**config.mk**
```make
export PLATFORM = sky130hd
export DESIGN_NAME = border_blanker
export DESIGN_NICKNAME = d
export VERILOG_FILES = /design/src/rtl/border_regs_pkg.sv /design/src/rtl/video_timing_pkg.sv /design/src/rtl/border_blanker.sv /design/src/rtl/mode_monitor.sv /design/src/rtl/vblank_trimmer.sv /design/src/rtl/hblank_trimmer.sv /design/src/rtl/border_apb_regs.sv
export SDC_FILE = /design/constraint.sdc
export NUM_CORES = 1
export LEC_CHECK = 0
export BUFFER_PORTS_ARGS = -buffer_cell sky130_fd_sc_hd__buf_2
export CAP_MARGIN = 20
export CORE_UTILIZATION = 54
export CTS_CLUSTER_DIAMETER = 30
export DETAILED_ROUTE_END_ITERATION = 7
export GPL_ROUTABILITY_DRIVEN = 1
export PLACE_DENSITY = 0.78
export SETUP_SLACK_MARGIN = 0.15
export SLEW_MARGIN = 10
export SYNTH_ARGS = -nofsm -noshare
export SYNTH_HDL_FRONTEND = slang
export SYNTH_SLANG_ARGS = --single-unit
```
**constraint.sdc**
```tcl
create_clock -name clk_sys -period 13.85 [get_ports clk_sys]
set_input_delay 2.77 -clock clk_sys [delete_from_list [all_inputs] [get_ports clk_sys]]
set_output_delay 2.77 -clock clk_sys [all_outputs]
set_load 0.1 [all_outputs]
```
**src/rtl/border_regs_pkg.sv**
```systemverilog
// APB3 subset with byte addresses, 32 bit data and no wait states
package border_regs_pkg;

	localparam int addr_w = 8;
	localparam int data_w = 32;

	typedef struct packed {
		logic              psel;
		logic              penable;
		logic              pwrite;
		logic [addr_w-1:0] paddr;
		logic [data_w-1:0] pwdata;
	} apb_req_t;

	typedef struct packed {
		logic [data_w-1:0] prdata;
		logic              pready;
		logic              pslverr;
	} apb_rsp_t;

	// trims, read/write
	localparam logic [addr_w-1:0] reg_trim_left   = 8'h00;
	localparam logic [addr_w-1:0] reg_trim_right  = 8'h04;
	localparam logic [addr_w-1:0] reg_trim_top    = 8'h08;
	localparam logic [addr_w-1:0] reg_trim_bottom = 8'h0C;

	// measurements, read only
	localparam logic [addr_w-1:0] reg_hsize       = 8'h10;
	localparam logic [addr_w-1:0] reg_vsize       = 8'h14;
	localparam logic [addr_w-1:0] reg_mode        = 8'h18;

	// field positions inside reg_mode
	localparam int mode_res_lsb = 0;
	localparam int mode_cnt_lsb = 8;

endpackage

```
**src/rtl/video_timing_pkg.sv**
```systemverilog
// positions are 12 bit and wrap at 4096, one field per frame, no interlace support
package video_timing_pkg;

	localparam int coord_w = 12;

	typedef logic [coord_w-1:0] coord_t;

	// raw timing of one clk_sys cycle
	typedef struct packed {
		logic       hs_n;   // active low
		logic       vs_n;   // active low
		logic       hblank;
		logic       vblank;
		logic [1:0] res;    // lores / hires / shres code
	} video_in_t;

	// bottom trim counted back from the last line of the frame
	typedef struct packed {
		logic               from_end;
		logic [coord_w-2:0] back_lines;
	} rel_bottom_t;

	// top bit selects which view is in force
	typedef union packed {
		coord_t      abs_line;
		rel_bottom_t rel_line;
	} bottom_trim_u;

	typedef struct packed {
		coord_t       left;
		coord_t       right;
		coord_t       top;
		bottom_trim_u bottom;
	} trim_t;

	localparam coord_t force_margin = coord_t'(8);  // pixels at each line end
	localparam coord_t trim_bias    = coord_t'(2);  // edge detect plus compare delay

endpackage
```
**src/rtl/border_blanker.sv**
```systemverilog
// single clock design, video and APB both on clk_sys, de is registered
`timescale 1ns/1ps

module border_blanker (
	input  logic                        clk_sys,
	input  logic                        reset,
	input  video_timing_pkg::video_in_t video,
	input  border_regs_pkg::apb_req_t   apb_req,
	output border_regs_pkg::apb_rsp_t   apb_rsp,
	output logic                        de
);
	import video_timing_pkg::*;

	trim_t      trims;
	logic       line_hbl;
	coord_t     line_width;
	logic       width_valid;
	coord_t     line_idx;
	coord_t     frame_height;
	logic       frame_done;
	coord_t     meas_width;
	logic [6:0] change_count;

	border_apb_regs border_apb_regs_i (
		.clk_sys      (clk_sys),
		.reset        (reset),
		.apb_req      (apb_req),
		.apb_rsp      (apb_rsp),
		.trims        (trims),
		.meas_width   (meas_width),
		.frame_height (frame_height),
		.res          (video.res),
		.change_count (change_count)
	);

	hblank_trimmer hblank_trimmer_i (
		.clk_sys     (clk_sys),
		.reset       (reset),
		.video       (video),
		.trims       (trims),
		.line_hbl    (line_hbl),
		.line_width  (line_width),
		.width_valid (width_valid)
	);

	vblank_trimmer vblank_trimmer_i (
		.clk_sys      (clk_sys),
		.reset        (reset),
		.video        (video),
		.trims        (trims),
		.line_hbl     (line_hbl),
		.de           (de),
		.line_idx     (line_idx),
		.frame_height (frame_height),
		.frame_done   (frame_done)
	);

	mode_monitor mode_monitor_i (
		.clk_sys      (clk_sys),
		.reset        (reset),
		.res          (video.res),
		.line_width   (line_width),
		.width_valid  (width_valid),
		.line_idx     (line_idx),
		.frame_height (frame_height),
		.frame_done   (frame_done),
		.meas_width   (meas_width),
		.change_count (change_count)
	);

endmodule

```
**src/rtl/mode_monitor.sv**
```systemverilog
// width is taken from line one only, the first frame after reset counts as a change
`timescale 1ns/1ps

module mode_monitor (
	input  logic                     clk_sys,
	input  logic                     reset,
	input  logic [1:0]               res,
	input  video_timing_pkg::coord_t line_width,
	input  logic                     width_valid,
	input  video_timing_pkg::coord_t line_idx,
	input  video_timing_pkg::coord_t frame_height,
	input  logic                     frame_done,
	output video_timing_pkg::coord_t meas_width,
	output logic [6:0]               change_count
);
	import video_timing_pkg::*;

	coord_t     snap_width;   // previous frame
	coord_t     snap_height;
	logic [1:0] snap_res;
	logic       mode_changed;

	assign mode_changed = (meas_width != snap_width) |
		(frame_height != snap_height) |
		(res != snap_res);

	always_ff @(posedge clk_sys or posedge reset) begin
		if (reset) begin
			meas_width   <= '0;
			snap_width   <= '0;
			snap_height  <= '0;
			snap_res     <= '0;
			change_count <= '0;
		end else begin
			if (width_valid && line_idx == coord_t'(1)) meas_width <= line_width;

			if (frame_done) begin
				snap_width  <= meas_width;
				snap_height <= frame_height;
				snap_res    <= res;
				if (mode_changed) change_count <= change_count + 1'b1; // wraps at 128
			end
		end
	end

endmodule

```
**src/rtl/vblank_trimmer.sv**
```systemverilog
// frame blank is vblank or vsync, vertical trims act at the start of each line
`timescale 1ns/1ps

module vblank_trimmer (
	input  logic                      clk_sys,
	input  logic                      reset,
	input  video_timing_pkg::video_in_t video,
	input  video_timing_pkg::trim_t   trims,
	input  logic                      line_hbl,
	output logic                      de,
	output video_timing_pkg::coord_t  line_idx,
	output video_timing_pkg::coord_t  frame_height,
	output logic                      frame_done
);
	import video_timing_pkg::*;

	coord_t first_line;   // line of vblank fall
	coord_t last_line;    // line count at vblank rise
	coord_t sync_end;
	coord_t top_line;
	coord_t bottom_line;
	logic   frame_blank;
	logic   old_blank;
	logic   old_hs_n;
	logic   old_vs_n;
	logic   old_hbl;
	logic   vb_rise;
	logic   vb_fall;
	logic   hs_fall;
	logic   line_start;
	logic   trim_vbl;
	logic   force_vbl;

	assign frame_blank = video.vblank | ~video.vs_n;
	assign vb_rise     = frame_blank & ~old_blank;
	assign vb_fall     = ~frame_blank & old_blank;
	assign hs_fall     = old_hs_n & ~video.hs_n;
	assign line_start  = (old_hbl & ~line_hbl) | (line_idx == '0);
	assign top_line    = first_line + trims.top;

	// absolute line, or an offset back from the last line
	assign bottom_line = trims.bottom.rel_line.from_end ?
		last_line - coord_t'(trims.bottom.rel_line.back_lines) :
		trims.bottom.abs_line;

	always_ff @(posedge clk_sys or posedge reset) begin
		if (reset) begin
			line_idx     <= '0;
			first_line   <= '0;
			last_line    <= '0;
			sync_end     <= '0;
			frame_height <= '0;
			frame_done   <= 1'b0;
			old_blank    <= 1'b1;
			old_hs_n     <= 1'b1;
			old_vs_n     <= 1'b1;
			old_hbl      <= 1'b1;
			trim_vbl     <= 1'b1;
			force_vbl    <= 1'b1;
			de           <= 1'b0;
		end else begin
			old_blank  <= frame_blank;
			old_hs_n   <= video.hs_n;
			old_vs_n   <= video.vs_n;
			old_hbl    <= line_hbl;
			frame_done <= vb_rise;

			if (hs_fall) line_idx <= line_idx + 1'b1;
			if (vb_rise) begin
				line_idx     <= '0;
				last_line    <= line_idx;
				frame_height <= line_idx - first_line;
			end
			if (vb_fall) first_line <= line_idx;
			if (~old_vs_n & video.vs_n) sync_end <= line_idx;

			if (line_start) begin
				if (line_idx == top_line)    trim_vbl <= 1'b0;
				if (line_idx == bottom_line) trim_vbl <= 1'b1;

				// one line kept dark next to sync and at frame end
				if (line_idx == last_line)         force_vbl <= 1'b1;
				if (line_idx == sync_end + 2'd2)   force_vbl <= 1'b0;
			end

			de <= ~(line_hbl | trim_vbl | force_vbl);
		end
	end

endmodule

```
**src/rtl/hblank_trimmer.sv**
```systemverilog
// one clk_sys per pixel assumed, hblank edges must fall inside the hs_n high period
`timescale 1ns/1ps

module hblank_trimmer (
	input  logic                      clk_sys,
	input  logic                      reset,
	input  video_timing_pkg::video_in_t video,
	input  video_timing_pkg::trim_t   trims,
	output logic                      line_hbl,
	output video_timing_pkg::coord_t  line_width,
	output logic                      width_valid
);
	import video_timing_pkg::*;

	coord_t hcnt;
	coord_t act_start;   // count at hblank fall
	coord_t act_end;     // count at hblank rise
	coord_t line_len;    // count at hs_n fall
	coord_t trim_open;
	coord_t trim_close;
	logic   old_hs_n;
	logic   old_hblank;
	logic   hbl_fall;
	logic   hbl_rise;
	logic   hs_fall;
	logic   trim_hbl;
	logic   force_hbl;

	assign hbl_fall   = old_hblank & ~video.hblank;
	assign hbl_rise   = ~old_hblank & video.hblank;
	assign hs_fall    = old_hs_n & ~video.hs_n;
	assign trim_open  = act_start + trims.left - trim_bias;
	assign trim_close = act_end + trims.right - trim_bias;

	always_ff @(posedge clk_sys or posedge reset) begin
		if (reset) begin
			hcnt        <= '0;
			act_start   <= '0;
			act_end     <= '0;
			line_len    <= '0;
			line_width  <= '0;
			width_valid <= 1'b0;
			old_hs_n    <= 1'b1;
			old_hblank  <= 1'b1;
			trim_hbl    <= 1'b1;
			force_hbl   <= 1'b1;
		end else begin
			old_hs_n    <= video.hs_n;
			old_hblank  <= video.hblank;
			width_valid <= hbl_rise;

			hcnt <= video.hs_n ? hcnt + 1'b1 : '0; // held at zero during sync

			if (hbl_fall) act_start <= hcnt;
			if (hbl_rise) begin
				act_end    <= hcnt;
				line_width <= hcnt - act_start;
			end
			if (hs_fall) line_len <= hcnt;

			// right edge wins when both match
			if (hcnt == trim_open)  trim_hbl <= 1'b0;
			if (hcnt == trim_close) trim_hbl <= 1'b1;

			if (hcnt == force_margin)            force_hbl <= 1'b0;
			if (hcnt == line_len - force_margin) force_hbl <= 1'b1;
		end
	end

	assign line_hbl = trim_hbl | force_hbl | ~video.hs_n;

endmodule

```
**src/rtl/border_apb_regs.sv**
```systemverilog
// every access is setup plus one access cycle, paddr must hold across both
`timescale 1ns/1ps

module border_apb_regs (
	input  logic                       clk_sys,
	input  logic                       reset,
	input  border_regs_pkg::apb_req_t  apb_req,
	output border_regs_pkg::apb_rsp_t  apb_rsp,
	output video_timing_pkg::trim_t    trims,
	input  video_timing_pkg::coord_t   meas_width,
	input  video_timing_pkg::coord_t   frame_height,
	input  logic [1:0]                 res,
	input  logic [6:0]                 change_count
);
	import border_regs_pkg::*;
	import video_timing_pkg::*;

	logic              setup;
	logic              access;
	logic              mapped;
	logic              read_only;
	logic              wr_en;
	logic [data_w-1:0] rd_data;
	logic [data_w-1:0] prdata_q;
	logic              pslverr_q;

	assign setup  = apb_req.psel & ~apb_req.penable;
	assign access = apb_req.psel & apb_req.penable;

	// address decode and read mux
	always_comb begin
		mapped    = 1'b1;
		read_only = 1'b0;
		rd_data   = '0;
		case (apb_req.paddr)
			reg_trim_left:   rd_data[coord_w-1:0] = trims.left;
			reg_trim_right:  rd_data[coord_w-1:0] = trims.right;
			reg_trim_top:    rd_data[coord_w-1:0] = trims.top;
			reg_trim_bottom: rd_data[coord_w-1:0] = trims.bottom.abs_line; // raw word
			reg_hsize: begin
				rd_data[coord_w-1:0] = meas_width;
				read_only            = 1'b1;
			end
			reg_vsize: begin
				rd_data[coord_w-1:0] = frame_height;
				read_only            = 1'b1;
			end
			reg_mode: begin
				rd_data[mode_res_lsb +: 2] = res;
				rd_data[mode_cnt_lsb +: 7] = change_count;
				read_only                  = 1'b1;
			end
			default: mapped = 1'b0;
		endcase
	end

	assign wr_en = access & apb_req.pwrite & mapped & ~read_only;

	always_ff @(posedge clk_sys or posedge reset) begin
		if (reset) begin
			trims <= '0;
		end else if (wr_en) begin
			case (apb_req.paddr)
				reg_trim_left:   trims.left   <= apb_req.pwdata[coord_w-1:0];
				reg_trim_right:  trims.right  <= apb_req.pwdata[coord_w-1:0];
				reg_trim_top:    trims.top    <= apb_req.pwdata[coord_w-1:0];
				reg_trim_bottom: trims.bottom <= bottom_trim_u'(apb_req.pwdata[coord_w-1:0]);
				default:         trims        <= trims;
			endcase
		end
	end

	// response is prepared in the setup cycle and shown in the access cycle
	always_ff @(posedge clk_sys or posedge reset) begin
		if (reset) begin
			pslverr_q <= 1'b0;
		end else begin
			pslverr_q <= setup & (~mapped | (apb_req.pwrite & read_only));
		end
	end

	always_ff @(posedge clk_sys) begin
		if (setup) begin
			prdata_q <= rd_data;
		end
	end

	assign apb_rsp.prdata  = prdata_q;
	assign apb_rsp.pready  = 1'b1; // never waits
	assign apb_rsp.pslverr = pslverr_q;

endmodule

```
# Word-level counts from Yosys, hierarchy flattened
# Cells that the tools add are included.
# op_classes
n_addsub,13
n_mul,0
n_div,0
order_cmp,0
eq_ne,18
shifts,0
n_mux,17
bitwise,35
n_reduce_logical,17
# op_table
operator,count
12-bit == test,7
12-bit 2-to-1 mux,4
12-bit adder,3
6-bit one-hot mux with 6 select lines,1
4-bit one-hot mux with 7 select lines,1
12-bit by 1-bit adder with 12-bit output (second input constant),2
8-bit by 5-bit == test with 1-bit output (second input constant),3
12-bit != test,2
12-bit subtractor,2
12-bit by 2-bit subtractor with 12-bit output (second input constant),2
8-bit by 4-bit == test with 1-bit output (second input constant),2
1-bit bitwise AND,14
2-bit one-hot mux with 7 select lines,1
2-bit AND reduction,7
12-bit by 2-bit adder with 12-bit output (second input constant),1
12-bit by 1-bit == test with 1-bit output (second input constant),1
12-bit by 4-bit == test with 1-bit output (second input constant),1
12-bit logical NOT,1
1-bit inverter,12
12-bit by 11-bit subtractor with 12-bit output,1
12-bit by 4-bit subtractor with 12-bit output (second input constant),1
1-bit 2-to-1 mux,10
2-bit nonzero test,5
1-bit OR,9
7 further kinds,7
# totals
register_bits,241
latchBits,0
mem_bits_rw,0
mem_bits_ro,0
in_bits,51
out_inout_bits,35
n_memories,0

# Longest topological paths before layout
# Gate-level depths: netlist of the first run.
# depth
depth_word,6
mapped_depth,14
ltp_nobuf,14

# By module
# From an unflattened synthesis of the first run, not the netlist that was laid out.
# hier_totals
hier_cells,1522
area_unflattened_um2,15862.7
# modules_own_cells
module,n_inst,cells_per_inst,area_each_um2,seq_area_each_um2
vblank_trimmer,1,592,5246.3,1709.1
hblank_trimmer,1,553,5059.9,1631.6
border_apb_regs,1,227,3440.8,1676.6
mode_monitor,1,150,2115.8,1126.1

# Worst setup path after synthesis of the first run
# OpenSTA, ideal clock, no wires.
# synth_path
kind,input to register
start,input apb_req[37] in the netlist's numbering
end,"register, netlist name border_apb_regs_i.trims[12]"
setup_ns,0.125
arrival_time_ns,4.282
slack_ns,9.443
cell_stages,6
path_buffers,1
path_cell_list,nor4_1 > nand2_1 > nor3b_1 > nand2_1 > clkbuf_1 > mux2_2
# synth_between
elab_chain_cells,6
elab_cells_between_ends,15
classes_between,6 x eq/ne; 2 x mux; 3 x bitwise; 4 x reduce/logical
# synth_lines
item,line,source
start: declaration,border_blanker.sv:8,"input border_regs_pkg::apb_req_t apb_req,"
"8-bit by 5-bit == test with 1-bit output, or another cell as far along",border_apb_regs.sv:35,case (apb_req.paddr)
7-bit OR reduction (no source line) or 3-bit OR reduction (tied branches),--,
1-bit 2-to-1 mux,border_apb_regs.sv:35,
1-bit bitwise AND or 1-bit inverter (tied branches),border_apb_regs.sv:57,assign wr_en = access & apb_req.pwrite & mapped & ~read_only;
1-bit bitwise AND,border_apb_regs.sv:57,
2-bit AND reduction (no source line) (*),--,
# Every way passes the cells marked *; elsewhere a longest branch is shown, timed or not.
# A chain may end at the register's enable or synchronous reset.

# Worst setup path after layout of the first run
# layout_path
start,input apb_req[36] in the netlist's numbering
end,"register, netlist name border_apb_regs_i.trims[44]"
# layout_between
elab_chain_cells,6
elab_cells_between_ends,15
classes_between,6 x eq/ne; 2 x mux; 3 x bitwise; 4 x reduce/logical
# layout_lines
item,line
"8-bit by 5-bit == test with 1-bit output, or another cell as far along",border_apb_regs.sv:35
7-bit OR reduction (no source line) or 3-bit OR reduction (tied branches),--
1-bit 2-to-1 mux,border_apb_regs.sv:35
1-bit bitwise AND or 1-bit inverter (tied branches),border_apb_regs.sv:57
1-bit bitwise AND,border_apb_regs.sv:57
2-bit AND reduction (no source line) (*),--
# Marked as above.

==> results.tsv, run 1 <==
metric	value	unit
# hold bufs at CTS	0	
Tcrit/Tclk final	33.4	%
Most used DFF post-synth	dfrtp_1	
DR vias	11497	
most frequent CP cell	nand2_1	
relative slew slack	33.9	%
vias per inst	5.92	
Clk Latency, worst-skew pair	0.55	ns
setup tns final	0	ns
initial drt markers	1058	
area delta synth->final	14.3	%
GRT Overall Usage	27.4	%
syn avg cell area	9.80	µm²
Hold EP	hblank_trimmer_i.force_hbl	
min Tclk post-route	4.62	ns
fin nets	1712	
CTS root buf	clkbuf_16	
cell area after synthesis	0.0149	mm²
Fmax	0.216	GHz
TritonCTS clock tree	built	
final setup vio count	0	
Yosys cell types	79	
outcome	finished clean	
std cell rows	60	
Critical Path Sink Type	flop	
clock sink count	241	
max reg flops	48	
Max H-tree Level	2	
routability cong.	0.926	
vias in the first global route	11535	
Worst Tran Pin Value	0.991	ns
pin count of the biggest net entering global routing	82	
Gate Count Post-Synth	1516	
HPWL after DPL	26.5	mm
crit path buf inv count	1	
Initial Utilization	55.1	%
Hold Path Class	reg -> reg	
Worst Min Path Start	hblank_trimmer_i.force_hbl	
Die ar.	0.0282	mm²
reg2reg path depth	8	
clock buffer depth	3	
critical path fanouts, max	12	
Max Clock Skew	0.0223	ns
drc violations	0	
Seq/Total Area, Yosys	41.2	%
final instance area	0.0170	mm²
final hold violations	0	
placed inst area	0.0152	mm²
Max Slew Vio Count	0	
reg-to-reg slack, setup	10.47	ns
Top delay family on crit path	simple AND/OR/NAND/NOR gates	
number of diodes	0	
register bit total from synthesis	241	
most frequent cells in the layout	dfrtp_1 (217), nand2_1 (162), inv_1 (130)	
reg-to-reg critical path endpoint	vblank_trimmer_i.trim_vbl	
input/output buffers	47	
Die Ht	168	µm
CP max stage delay	0.52	ns
critical path class	in -> reg	
fillcell total	1996	
register area	0.00612	mm²
critical path, cell by cell	buf_2, nor4_1, nand2_1, nor3b_1, nand2_1, mux2_2	
hold depth	2	
Avg WL per Cell	19.5	µm
clk slew on worst S/H paths	0.05	ns
pwr dens	154	mW/mm²
maximum VDD drop	109	µV
post_cts resized	0	
multi-input combinational cell area	0.00786	mm²
IO Pins	86	
CP max stage cell	nor4_1	
Detail Route Antenna Nets	0	
worst path arrival time	5.04	ns
initial antenna violation count	0	
first-pass GRT wire length	60.4	mm
Die W	168	µm
synth warn	0	
Post-synth ARST share	93.8	%
Pre-antenna DRT Iters	8	
WL final	37.8	mm
total gr overflow	0	
total CTS buffers	52	
RSZ-0062 raised after global routing	false	
postcts setup bufs	0	
Leak	7.77	nW
Top reg by flops	border_apb_regs_i.trims	
number of enable flip-flop cells after synthesis	15	
share of layout cells above drive strength 1	17.4	%
Worst setup SP type	input port	
commonest non-fill, non-tap cell in the layout	dfrtp_1	
Worst R2R Start	vblank_trimmer_i.line_idx[6]	
total core area	0.0270	mm²
Max-Cap Viols	0	
Regs by FF count	border_apb_regs_i.trims (48), border_apb_regs_i.prdata_q (15)	
critical path data required time	14.27	ns
worst reg2reg max path: stages (launching register included):
cell and delay (ns):
dfrtp_1 0.60, or4_4 0.64, nor4_4 0.33, a32oi_2 0.21, nor4_2 0.32, nand3_1 0.10
or4_1 0.57, nor4b_2 0.32, a31o_1 0.22
cell families (layout without fill, tap and decap cells):
family	after synthesis	after routing	share of synthesized area [%]
and+or+nand+nor	403	403	13.5
AOI/OAI and AO/OA	279	279	12.3
DFF	241	241	41.2
buffers and inverters	216	286	6.38
xor gates and xnor gates	174	174	10.3
muxes	101	101	7.62
adders and majority gates	100	100	8.72
other	2	18	0.0505
cell usage after synthesis, types with 11 or more instances:
| library cell | instances | area [µm²] |
|---|---|---|
| nor3_1 | 26 | 130 |
| nand4_1 | 13 | 81.3 |
| a21oi_1 | 42 | 210 |
| ha_1 | 94 | 1180 |
| nor2_1 | 42 | 158 |
| a222oi_1 | 19 | 190 |
| nor4_1 | 15 | 93.8 |
| inv_1 | 131 | 492 |
| clkbuf_1 | 51 | 191 |
| o21ai_0 | 107 | 536 |
| edfxtp_1 | 15 | 450 |
| or3_1 | 11 | 68.8 |
| a22oi_1 | 12 | 90.1 |
| nand2_1 | 162 | 608 |
| mux2_2 | 97 | 1090 |
| nand2b_1 | 15 | 93.8 |
| dfrtp_1 | 217 | 5430 |
| buf_4 | 19 | 143 |
| xnor2_1 | 113 | 990 |
| and2_1 | 16 | 100 |
| xor2_1 | 61 | 534 |
| nor2b_1 | 21 | 131 |
| nand3_1 | 42 | 210 |
where the power goes:
group          internal (mW)  switching [mW]  total [mW]
logic                  0.207           0.253       0.460
clock network          0.793           0.416        1.21
registers              0.817           0.130       0.947
worst max path at each step:
stage / start / endpoint / slack (ns) / depth (start not counted)
after floorplan: reset / border_apb_regs_i.pslverr_q / 4.90 / 1
after global placement: apb_req[37] / border_apb_regs_i.trims[11] / 8.82 / 5
after detailed placement: apb_req[36] / border_apb_regs_i.trims[11] / 8.74 / 5
after CTS: apb_req[36] / border_apb_regs_i.trims[11] / 9.27 / 5
after global routing: apb_req[36] / border_apb_regs_i.trims[35] / 9.11 / 6
final: apb_req[36] / border_apb_regs_i.trims[44] / 9.23 / 6
metrics by stage:
stage	std cells	power [mW]	worst slack [ns]	hold slack, ns	util [%]
2_1_floorplan	1532	1.28	4.90	0.438	-
3_3_place_gp	1845	1.37	8.82	0.459	56.4
3_5_place_dp	1845	1.39	8.74	0.471	56.4
4_1_cts	1940	2.61	9.27	0.483	62.9
5_1_grt	1943	2.72	9.11	0.506	63.1
6_report	1943	2.62	9.23	0.484	63.1
per-layer routing:
metal | GRT usage [%] | routed length [µm]
met2 | 45.0 | 17700
met4 | 11.7 | 1460
met1 | 35.6 | 15700
met5 | 0 | 0
met3 | 4.91 | 2910
layout make-up:
type / instances / area share [%]
multi-input combinational: 1075 / 46.3
inverter: 132 / 2.96
clock buffer: 60 / 8.13
timing repair buffer: 59 / 2.04
sequential: 241 / 36.0
tap: 341 / 2.51
clock inverter: 35 / 2.11
Note: power is estimated with default switching activity, not from simulation.
==> run 2, diff against run 1 <==
- clock period: 13.85 -> 4.3 ns (I/O delays scaled with it)
==> results.tsv, run 2 (synthesis gave the netlist of run 1 again) <==
metric	value	unit	change
total gr overflow	0		unchanged
reg2reg path depth	14		+6
reg-to-reg critical path endpoint	hblank_trimmer_i.trim_hbl		
Avg WL per Cell	19.5	µm	about the same
post_cts resized	0		unchanged
Pre-antenna DRT Iters	8		unchanged
dpl cells	1852		+0.38%
placed inst area	0.0153	mm²	+0.40%
postcts setup bufs	0		unchanged
Clk Latency, worst-skew pair	0.57	ns	+0.02 ns
CTS root buf	clkbuf_16		
vias in the first global route	11608		+0.63%
DR vias	11609		+0.97%
Final WS setup	1.03	ns	-8.20 ns
total CTS buffers	56		+7.7%
critical path class	reg -> reg		
Tcrit/Tclk final	76.1	%	
Max H-tree Level	2		unchanged
Fmax	0.306	GHz	
pwr dens	522	mW/mm²	+240%
Die Ht	168	µm	unchanged
Leak	7.94	nW	+2.2%
Die ar.	0.0282	mm²	unchanged
outcome	finished clean		
Max-Cap Viols	0		unchanged
Initial Utilization	55.1	%	unchanged
power after layout	9.04	mW	+250%
initial drt markers	969		-8.4%
total core area	0.0270	mm²	unchanged
std cell rows	60		unchanged
post-layout util	64.3	%	+1.2 points
HPWL after DPL	27.0	mm	+1.9%
final setup vio count	0		unchanged
number of diodes	0		unchanged
final instance area	0.0173	mm²	+1.9%
fin nets	1720		+0.47%
relative slew slack	19.7	%	-14 points
commonest non-fill, non-tap cell in the layout	dfrtp_1		
vias per inst	5.93		+0.25%
maximum VDD drop	371	µV	+240%
worst path arrival time	3.73	ns	-1.31 ns
reg-to-reg slack, setup	1.03	ns	-9.44 ns
critical path fanouts, max	3		-9
Regs by FF count	border_apb_regs_i.trims (48), border_apb_regs_i.prdata_q (15)		
dpl ws	1.13	ns	-7.61 ns
drc violations	0		unchanged
Max Clock Skew	0.0155	ns	-0.00681 ns
RSZ-0062 raised after global routing	false		
input/output buffers	47		unchanged
post-route insts no fill	1957		+0.72%
Critical Path Sink Type	flop		
most frequent cells in the layout	dfrtp_1 (217), nand2_1 (162), inv_1 (130)		
GRT Overall Usage	27.6	%	+0.26 points
area delta synth->final	16.6	%	
Hold Path Class	in -> async		
initial antenna violation count	1		+1
WL final	38.1	mm	+0.79%
clock buffer depth	3		unchanged
Detail Route Antenna Nets	0		unchanged
pin count of the biggest net entering global routing	187		+130%
max reg flops	48		unchanged
first-pass GRT wire length	60.7	mm	+0.45%
Die W	168	µm	unchanged
IO Pins	86		unchanged
Worst R2R Start	hblank_trimmer_i.act_start[1]		
Max Slew Vio Count	0		unchanged
Top reg by flops	border_apb_regs_i.trims		
TritonCTS clock tree	built		
share of layout cells above drive strength 1	18.1	%	+0.72 points
Worst setup SP type	flop		
min Tclk post-route	3.27	ns	
routability cong.	0.941		+1.7%
setup tns final	0	ns	unchanged
Worst Tran Pin Value	1.19	ns	+0.198 ns
worst hold slack	0.379	ns	-0.105 ns
final hold violations	0		unchanged
clk slew on worst S/H paths	0.05	ns	about the same
clock sink count	241		unchanged
critical path data required time	4.76	ns	-9.51 ns
# hold bufs at CTS	0		unchanged
-- run 2: final cells by class --
class / instances / area, µm²
inverter: 132 / 499
tap: 341 / 427
clock buffer: 64 / 1500
fill: 1966 / 9630
multi-input combinational: 1075 / 7860
clock inverter: 41 / 549
timing repair buffer: 63 / 368
sequential: 241 / 6120
-- run 2: power breakdown --
part	total, mW	switching, mW	internal [mW]
Sequential	3.04	0.406	2.63
Clock	4.55	1.46	3.09
Combinational	1.45	0.788	0.664
Total	9.04	2.66	6.38
-- run 2: metal layers --
metal	track usage, %	part of all wire [%]	vias to the layer above
met4	11.1	3.3	2
met1	37.0	43	5709
met3	5.05	7.5	93
met2	44.3	46	447
li1	-	-	5358
met5	0	0.045	-
-- run 2: worst max path at each step --
stage	startpoint	endpoint	slack [ns]	depth (start not counted)
3_5_place_dp	hblank_trimmer_i.act_start[1]	hblank_trimmer_i.trim_hbl	1.13	14
2_1_floorplan	reset	border_apb_regs_i.pslverr_q	0.50	1
3_3_place_gp	vblank_trimmer_i.line_idx[7]	vblank_trimmer_i.trim_vbl	1.15	8
4_1_cts	hblank_trimmer_i.act_start[1]	hblank_trimmer_i.trim_hbl	1.06	14
5_1_grt	hblank_trimmer_i.act_start[1]	hblank_trimmer_i.trim_hbl	0.84	14
6_report	hblank_trimmer_i.act_start[1]	hblank_trimmer_i.trim_hbl	1.03	14
-- run 2: worst max-delay path, cell delays in order, from the launching register on --
cell     delay, ns
dfrtp_1       0.40
inv_1         0.14
ha_1          0.25
inv_1         0.06
ha_1          0.15
inv_1         0.06
fa_1          0.41
nor2b_1       0.21
o21a_1        0.13
nor2_1        0.04
xnor2_1       0.15
nand3_1       0.10
or4_1         0.50
o41ai_1       0.40
o31ai_1       0.16
